**src/common/mandel_defines.svh**
```systemverilog
`ifndef MANDEL_DEFINES_SVH
`define MANDEL_DEFINES_SVH

// signed Q4.12 coordinates, range +/-8
`define COORD_W   16
`define FRAC_BITS 12

// iteration limit, also the count reported for points inside the set
`define MAX_ITER  255

// frame geometry
`define IMG_W     16
`define IMG_H     12
`define PX_W      5     // wide enough for column and row numbers

`endif

```
**src/common/mandel_pkg.sv**
```systemverilog
`include "mandel_defines.svh"

package mandel_pkg;

   // one coordinate in Q4.12
   typedef logic signed [`COORD_W-1:0] fixed_t;

   // raster walker
   typedef enum logic [1:0] {
      SCAN_IDLE,
      SCAN_ISSUE,    // launch iterator for current pixel
      SCAN_WAIT,     // iterator busy
      SCAN_FINISH    // frame done strobe
   } scanState_t;

   // escape-time loop
   typedef enum logic [1:0] {
      ITER_IDLE,
      ITER_CHECK,    // one test and update per cycle
      ITER_REPORT
   } iterState_t;

endpackage

```
**src/pixel2color.sv**
```systemverilog
`timescale 1ns/1ps
`include "mandel_defines.svh"

module pixel2color (
   input  logic [7:0]  pixel,
   output logic [31:0] color
);

   logic [7:0] red;
   logic [7:0] green;
   logic [7:0] blue;

   // 00RRGGBB
   assign color = {8'h00, red, green, blue};

   always_comb begin
      if (pixel == 8'(`MAX_ITER)) begin
         // never escaped, inside the set
         {red, green, blue} = 24'h000000;
      end else if (pixel == 8'd0) begin
         {red, green, blue} = 24'hFFFFFF;   // escaped immediately
      end else begin
         // band picked by upper nibble
         case (pixel[7:4])
            4'd0:    {red, green, blue} = 24'hFF0000;   // red
            4'd1:    {red, green, blue} = 24'hFF3300;
            4'd2:    {red, green, blue} = 24'hFF6600;   // orange
            4'd3:    {red, green, blue} = 24'hFF9900;
            4'd4:    {red, green, blue} = 24'hFFFF00;   // yellow
            4'd5:    {red, green, blue} = 24'hCCFF00;
            4'd6:    {red, green, blue} = 24'h00FF00;   // green
            4'd7:    {red, green, blue} = 24'h00FF99;
            4'd8:    {red, green, blue} = 24'h00CCFF;   // blue
            4'd9:    {red, green, blue} = 24'h0000FF;
            4'd10:   {red, green, blue} = 24'h6666FF;
            4'd11:   {red, green, blue} = 24'hCC66FF;
            4'd12:   {red, green, blue} = 24'hCC0099;   // dark pink
            4'd13:   {red, green, blue} = 24'h990099;
            4'd14:   {red, green, blue} = 24'h660099;   // purple
            default: {red, green, blue} = 24'h330033;
         endcase
      end
   end

endmodule

```
**src/iterator/escapeIterator.sv**
```systemverilog
`timescale 1ns/1ps
`include "mandel_defines.svh"

module escapeIterator (
   input  logic               clk,
   input  logic               rstN,
   input  logic               iterStart,
   input  mandel_pkg::fixed_t cRe,
   input  mandel_pkg::fixed_t cIm,
   output logic               iterDone,
   output logic [7:0]         iterCount
);
   import mandel_pkg::*;

   localparam int PROD_W = 2 * `COORD_W;
   // 4.0 in the shifted product scale
   localparam logic signed [PROD_W-1:0] ESCAPE_LIMIT = PROD_W'(4 << `FRAC_BITS);

   iterState_t state;
   fixed_t     zr;
   fixed_t     zi;
   fixed_t     cReReg;
   fixed_t     cImReg;
   logic [7:0] count;

   logic signed [PROD_W-1:0] prodRr;
   logic signed [PROD_W-1:0] prodIi;
   logic signed [PROD_W-1:0] prodRi;
   logic signed [PROD_W-1:0] sqRe;
   logic signed [PROD_W-1:0] sqIm;
   logic signed [PROD_W-1:0] crossTerm;
   logic signed [PROD_W-1:0] magSq;
   logic signed [PROD_W-1:0] nextReFull;
   logic signed [PROD_W-1:0] nextImFull;
   logic                     escaped;
   logic                     atLimit;
   logic                     stop;

   // three multipliers at double width
   assign prodRr = zr * zr;
   assign prodIi = zi * zi;
   assign prodRi = zr * zi;

   assign sqRe      = prodRr >>> `FRAC_BITS;
   assign sqIm      = prodIi >>> `FRAC_BITS;
   assign crossTerm = prodRi >>> `FRAC_BITS;

   assign magSq   = sqRe + sqIm;
   assign escaped = magSq > ESCAPE_LIMIT;   // strictly outside radius 2
   assign atLimit = (count == 8'(`MAX_ITER));
   assign stop    = escaped || atLimit;

   // z^2 + c, truncated below
   assign nextReFull = sqRe - sqIm + cReReg;
   assign nextImFull = (crossTerm <<< 1) + cImReg;

   always_ff @(posedge clk) begin
      if (!rstN) begin
         state <= ITER_IDLE;
         count <= '0;
      end else begin
         case (state)
            ITER_IDLE: begin
               if (iterStart) begin
                  count <= '0;
                  state <= ITER_CHECK;
               end
            end
            ITER_CHECK: begin
               if (stop) begin
                  state <= ITER_REPORT;   // count frozen here
               end else begin
                  count <= count + 1'b1;
               end
            end
            ITER_REPORT: state <= ITER_IDLE;
            default:     state <= ITER_IDLE;
         endcase
      end
   end

   always_ff @(posedge clk) begin
      if (state == ITER_IDLE && iterStart) begin
         zr     <= cRe;   // z0 = c
         zi     <= cIm;
         cReReg <= cRe;
         cImReg <= cIm;
      end else if (state == ITER_CHECK && !stop) begin
         zr <= nextReFull[`COORD_W-1:0];
         zi <= nextImFull[`COORD_W-1:0];
      end
   end

   // done is count+2 cycles after iterStart
   assign iterDone  = (state == ITER_REPORT);
   assign iterCount = count;

endmodule

```
**src/pixelScanner.sv**
```systemverilog
`timescale 1ns/1ps
`include "mandel_defines.svh"

module pixelScanner (
   input  logic               clk,
   input  logic               rstN,
   input  logic               start,
   input  mandel_pkg::fixed_t xStart,
   input  mandel_pkg::fixed_t yStart,
   input  mandel_pkg::fixed_t step,
   input  logic               iterDone,
   input  logic [7:0]         iterCount,
   output logic               iterStart,
   output mandel_pkg::fixed_t cRe,
   output mandel_pkg::fixed_t cIm,
   output logic               busy,
   output logic               pixelValid,
   output logic [`PX_W-1:0]   pixelX,
   output logic [`PX_W-1:0]   pixelY,
   output logic [7:0]         pixelCount,
   output logic               frameDone
);
   import mandel_pkg::*;

   localparam logic [`PX_W-1:0] LAST_COL = `PX_W'(`IMG_W - 1);
   localparam logic [`PX_W-1:0] LAST_ROW = `PX_W'(`IMG_H - 1);

   scanState_t       state;
   logic [`PX_W-1:0] col;
   logic [`PX_W-1:0] row;
   fixed_t           rowStart;   // xStart captured at frame start
   fixed_t           stepReg;
   logic             accept;
   logic             pixelDone;
   logic             lastCol;
   logic             lastRow;

   assign accept    = (state == SCAN_IDLE) && start;   // start ignored unless idle
   assign pixelDone = (state == SCAN_WAIT) && iterDone;
   assign lastCol   = (col == LAST_COL);
   assign lastRow   = (row == LAST_ROW);

   always_ff @(posedge clk) begin
      if (!rstN) begin
         state      <= SCAN_IDLE;
         busy       <= 1'b0;
         iterStart  <= 1'b0;
         pixelValid <= 1'b0;
         frameDone  <= 1'b0;
         col        <= '0;
         row        <= '0;
      end else begin
         // strobes default low
         iterStart  <= 1'b0;
         pixelValid <= 1'b0;
         frameDone  <= 1'b0;
         case (state)
            SCAN_IDLE: begin
               if (accept) begin
                  busy  <= 1'b1;
                  col   <= '0;
                  row   <= '0;
                  state <= SCAN_ISSUE;
               end
            end
            SCAN_ISSUE: begin
               iterStart <= 1'b1;   // lands the cycle after pixelValid
               state     <= SCAN_WAIT;
            end
            SCAN_WAIT: begin
               if (iterDone) begin
                  pixelValid <= 1'b1;
                  if (lastCol && lastRow) begin
                     state <= SCAN_FINISH;
                  end else begin
                     state <= SCAN_ISSUE;
                     if (lastCol) begin
                        col <= '0;
                        row <= row + 1'b1;
                     end else begin
                        col <= col + 1'b1;
                     end
                  end
               end
            end
            SCAN_FINISH: begin
               frameDone <= 1'b1;
               busy      <= 1'b0;   // falls together with frameDone
               state     <= SCAN_IDLE;
            end
            default: state <= SCAN_IDLE;
         endcase
      end
   end

   // c accumulators and the output pixel register
   always_ff @(posedge clk) begin
      if (accept) begin
         rowStart <= xStart;
         stepReg  <= step;
         cRe      <= xStart;
         cIm      <= yStart;
      end else if (pixelDone) begin
         pixelX     <= col;
         pixelY     <= row;
         pixelCount <= iterCount;
         if (lastCol) begin
            cRe <= rowStart;           // back to left edge
            cIm <= cIm + stepReg;
         end else begin
            cRe <= cRe + stepReg;      // wraps at COORD_W bits
         end
      end
   end

endmodule

```
**src/mandelbrotEngine.sv**
```systemverilog
`timescale 1ns/1ps
`include "mandel_defines.svh"

module mandelbrotEngine (
   input  logic               clk,
   input  logic               rstN,
   input  logic               start,
   input  mandel_pkg::fixed_t xStart,
   input  mandel_pkg::fixed_t yStart,
   input  mandel_pkg::fixed_t step,
   output logic               busy,
   output logic               pixelValid,
   output logic [`PX_W-1:0]   pixelX,
   output logic [`PX_W-1:0]   pixelY,
   output logic [31:0]        color,
   output logic               frameDone
);
   import mandel_pkg::*;

   fixed_t     cRe;
   fixed_t     cIm;
   logic       iterStart;
   logic       iterDone;
   logic [7:0] iterCount;
   logic [7:0] pixelCount;   // registered count of the pixel on output

   pixelScanner pixelScanner_i (
      .clk        (clk),
      .rstN       (rstN),
      .start      (start),
      .xStart     (xStart),
      .yStart     (yStart),
      .step       (step),
      .iterDone   (iterDone),
      .iterCount  (iterCount),
      .iterStart  (iterStart),
      .cRe        (cRe),
      .cIm        (cIm),
      .busy       (busy),
      .pixelValid (pixelValid),
      .pixelX     (pixelX),
      .pixelY     (pixelY),
      .pixelCount (pixelCount),
      .frameDone  (frameDone)
   );

   escapeIterator escapeIterator_i (
      .clk       (clk),
      .rstN      (rstN),
      .iterStart (iterStart),
      .cRe       (cRe),
      .cIm       (cIm),
      .iterDone  (iterDone),
      .iterCount (iterCount)
   );

   // palette is combinational off the held count
   pixel2color pixel2color_i (
      .pixel (pixelCount),
      .color (color)
   );

endmodule

```
**config.mk**
```make
export PLATFORM = sky130hd
export DESIGN_NAME = mandelbrotEngine
export DESIGN_NICKNAME = d
export VERILOG_FILES = /design/src/common/mandel_pkg.sv /design/src/pixel2color.sv /design/src/iterator/escapeIterator.sv /design/src/pixelScanner.sv /design/src/mandelbrotEngine.sv
export VERILOG_INCLUDE_DIRS = /design/src /design/src/common
export SDC_FILE = /design/constraint.sdc
export NUM_CORES = 2
export LEC_CHECK = 0
export BUFFER_PORTS_ARGS = -buffer_cell sky130_fd_sc_hd__buf_2
export CORE_MARGIN = 2
export CORE_UTILIZATION = 39
export CTS_BUF_LIST = sky130_fd_sc_hd__clkbuf_16
export CTS_CLUSTER_DIAMETER = 80
export DETAILED_ROUTE_END_ITERATION = 12
export PLACE_DENSITY = 0.59
export SYNTH_ARGS = -nofsm -noshare
export SYNTH_HDL_FRONTEND = slang
export SYNTH_SLANG_ARGS = --single-unit
```
**constraint.sdc**
```tcl
create_clock -name clk -period 10.4 [get_ports clk]
set_clock_uncertainty 0.15 [all_clocks]
set_input_delay 1.56 -clock clk [delete_from_list [all_inputs] [get_ports clk]]
set_output_delay 1.56 -clock clk [all_outputs]
set_load 0.1 [all_outputs]
```
==> results by group <==
Flow run
  • Max Cap Violations: 0

Worst setup path
  • Crit path DAT: 9.82 ns
  • CP Capture Type: register
  • Slowest-stage cell, CP: edfxtp_1
  • Reg2reg path depth: 34
  • Setup crit start kind: register
  • WP data required: 10.40 ns
  • CP max stage delay: 0.59 ns
  • Crit Path Category: reg2reg
  • CP max FO: 34
  • Most common cell on crit path: fa_1

Yosys
  • Post-synth cell types: 86
  • Mapped Cells: 3,891
  • Synth area leader: fa_1
  • Yosys Warn Count: 0
  • Flops & latches, synth: 184
  • Seq/Total Area, Yosys: 0.141
  • Ys flop type: edfxtp_1
  • Yosys top cell area share: 0.386
  • Syn avg cell area: 9.40 um2
  • Top post-synthesis cells by area: fa_1 (39%), ha_1 (12%), edfxtp_1 (12%), inv_1 (9.7%), nand2_1 (4.2%)
  • EDFF count, synth: 146
  • Asr flop ratio synth: 0
  • Synthesized area: 36,600 um2

Drt
  • Drt drc: 0
  • Initial DRC Count: 1,485
  • M1 WL: 40,400 um
  • DR vias: 25,199
  • Final wirelength: 87,100 um
  • Pre-Repair DR Iteration Count: 5
  • Routed wl met2: 39,300 um
  • Top Layer Used: met5
  • Per-cell routed wire length: 16.7 um
  • Met3 routed wirelength: 4940 um
  • Routed Antenna Nets: 0
  • Vias per cell: 4.82

Clock network
  • Clk Latency, worst-skew pair: 0.48 ns
  • Clk buf depth: 2
  • TritonCTS Sinks: 184
  • Clock Pin Slew Worst Setup and Hold Paths: 0.09 ns
  • Post-cts resize count: 0
  • # hold bufs at CTS: 0
  • CTS buffer count: 17
  • CTS tree: built
  • Root Buffer: clkbuf_16
  • Htree depth: 4

Layout
  • Diodes inserted: 0
  • Final Cell Area: 39,400 um2
  • Share of layout cells above drive strength 1: 0.0680
  • Fin nets: 5,069
  • Synth-to-Final Area Change: 7.61%
  • Fill cells: 9,137

STA
  • Slew Limit Fails: 0
  • Setup_tns: 0 ns
  • Slew margin rel.: 0.324
  • Final setup violation count: 0
  • Final worst path period need: 9.82 ns
  • FMAX: 0.102 GHz
  • Slew at the pin closest to its max-slew limit: 1.00 ns
  • RSZ-0062 raised after global routing: false
  • Final worst-path cycle share: 0.944
  • Final hold vios: 0

Place
  • DP HPWL: 74,000 um
  • IO Port Bufs: 87
  • Post-DP Area: 38,700 um2
  • Placer Congestion: 0.897

Min path
  • Hold Crit Depth: 2
  • HP Class: reg2reg

GRT
  • Gr usage total: 0.192
  • First-pass GRT wire length: 144,000 um
  • Initial antenna violation count: 1
  • Vias in the first global route: 26,783
  • GR Overflow Total: 0
  • Largest net degree at the start of global routing: 53

Die
  • Width of the die: 310 um
  • Boundary Pins: 96
  • Die height: 310 um
  • Core area: 93,200 um2
  • Die area: 96,300 um2
  • Effective utilization at floorplan: 0.393
  • Rows: 112

Outcome
  • Outcome: completed
timing repair:
item,in CTS,in global routing
endpoints found under the hold margin,0,0
buffers inserted,0,11
endpoints found under the setup margin,0,32
registers in the layout, indices dropped and copies added (netlist names), 2 cells and up, named ones only:
name,cells
pixelScanner_i.state,2
escapeIterator_i.iterCount,8
pixelScanner_i.cRe,16
pixelScanner_i.pixelY,5
escapeIterator_i.state,2
escapeIterator_i.zr,16
pixelScanner_i.rowStart,16
pixelScanner_i.row,5
pixelScanner_i.stepReg,16
pixelScanner_i.pixelX,5
escapeIterator_i.cImReg,16
pixelScanner_i.cIm,16
escapeIterator_i.zi,16
pixelScanner_i.pixelCount,8
escapeIterator_i.cReReg,16
pixelScanner_i.col,5
critical path: cells and delay by family (launching register included):
family	cells	cell delay, ns
flops	1	0.59
buf+inv	7	0.73
compound gates	11	2.54
simple gates	7	1.18
xor+xnor	1	0.47
fa+ha+maj	8	3.77
cell usage after synthesis, drive strengths merged, types with 41 or more instances:
cell type,count
a21oi,123
ha,353
edfxtp,146
nor3,41
nor2,224
xnor2,107
o21ai,63
fa,706
nand2,408
xor2,44
inv,953
and2,135
clkbuf,114
worst paths after layout:
check	from	to	slack, ns
max	escapeIterator_i.zi[3]	escapeIterator_i.zr[7]	0.58
min	pixelScanner_i.col[4]	pixelScanner_i.col[4]	0.32
max reg2reg	escapeIterator_i.zi[3]	escapeIterator_i.zr[7]	0.58
min reg2reg	pixelScanner_i.col[4]	pixelScanner_i.col[4]	0.32
per-layer routing:
layer,track usage,vias to the layer above
li1,-,12002
met1,0.269,12505
met2,0.307,580
met3,0.0341,110
met4,0.0538,2
met5,0,-
per-stage QoR:
step | std cells | hold WS (ns) | util | setup WS, ns
3_3_place_gp | 5183 | 0.299 | 0.415 | 0.595
5_1_grt | 5226 | 0.361 | 0.423 | 0.0276
3_5_place_dp | 5183 | 0.307 | 0.415 | 0.486
6_report | 5226 | 0.317 | 0.423 | 0.584
2_1_floorplan | 3898 | 0.281 | - | 0.836
4_1_cts | 5215 | 0.320 | 0.422 | 0.484
cell usage in the layout (no fill, tap or decap), types with 62 or more instances in the layout:
cell        n
a21oi_1   123
and2_1    135
buf_2      87
buf_4     101
edfxtp_1  146
fa_1      706
ha_1      353
inv_1     947
nand2_1   408
nor2_1    223
o21ai_0    62
xnor2_1   107
logic make-up after synthesis:
group / after synthesis / share of synthesized area
muxes: 16 / 0.00451
buffers and inverters: 1107 / 0.116
other: 1 / 0.000102
AOI/OAI and AO/OA: 395 / 0.0721
xor gates and xnor gates: 151 / 0.0361
and+or+nand+nor: 978 / 0.123
adders and majority gates: 1059 / 0.507
DFF: 184 / 0.141
layout make-up:
type	instances	area [um2]	area share
clock inverters	14	165	0.00419
inverters	960	3600	0.0915
clock buffers	18	450	0.0114
repair buffers	189	1210	0.0308
flip-flops and latches	184	5140	0.131
multi-input cells	2607	27200	0.691
well taps	1254	1570	0.0398
Power is left out: the tool's default activity adds up to more than one toggle a clock period on the data nets, which glitch-free logic cannot reach.
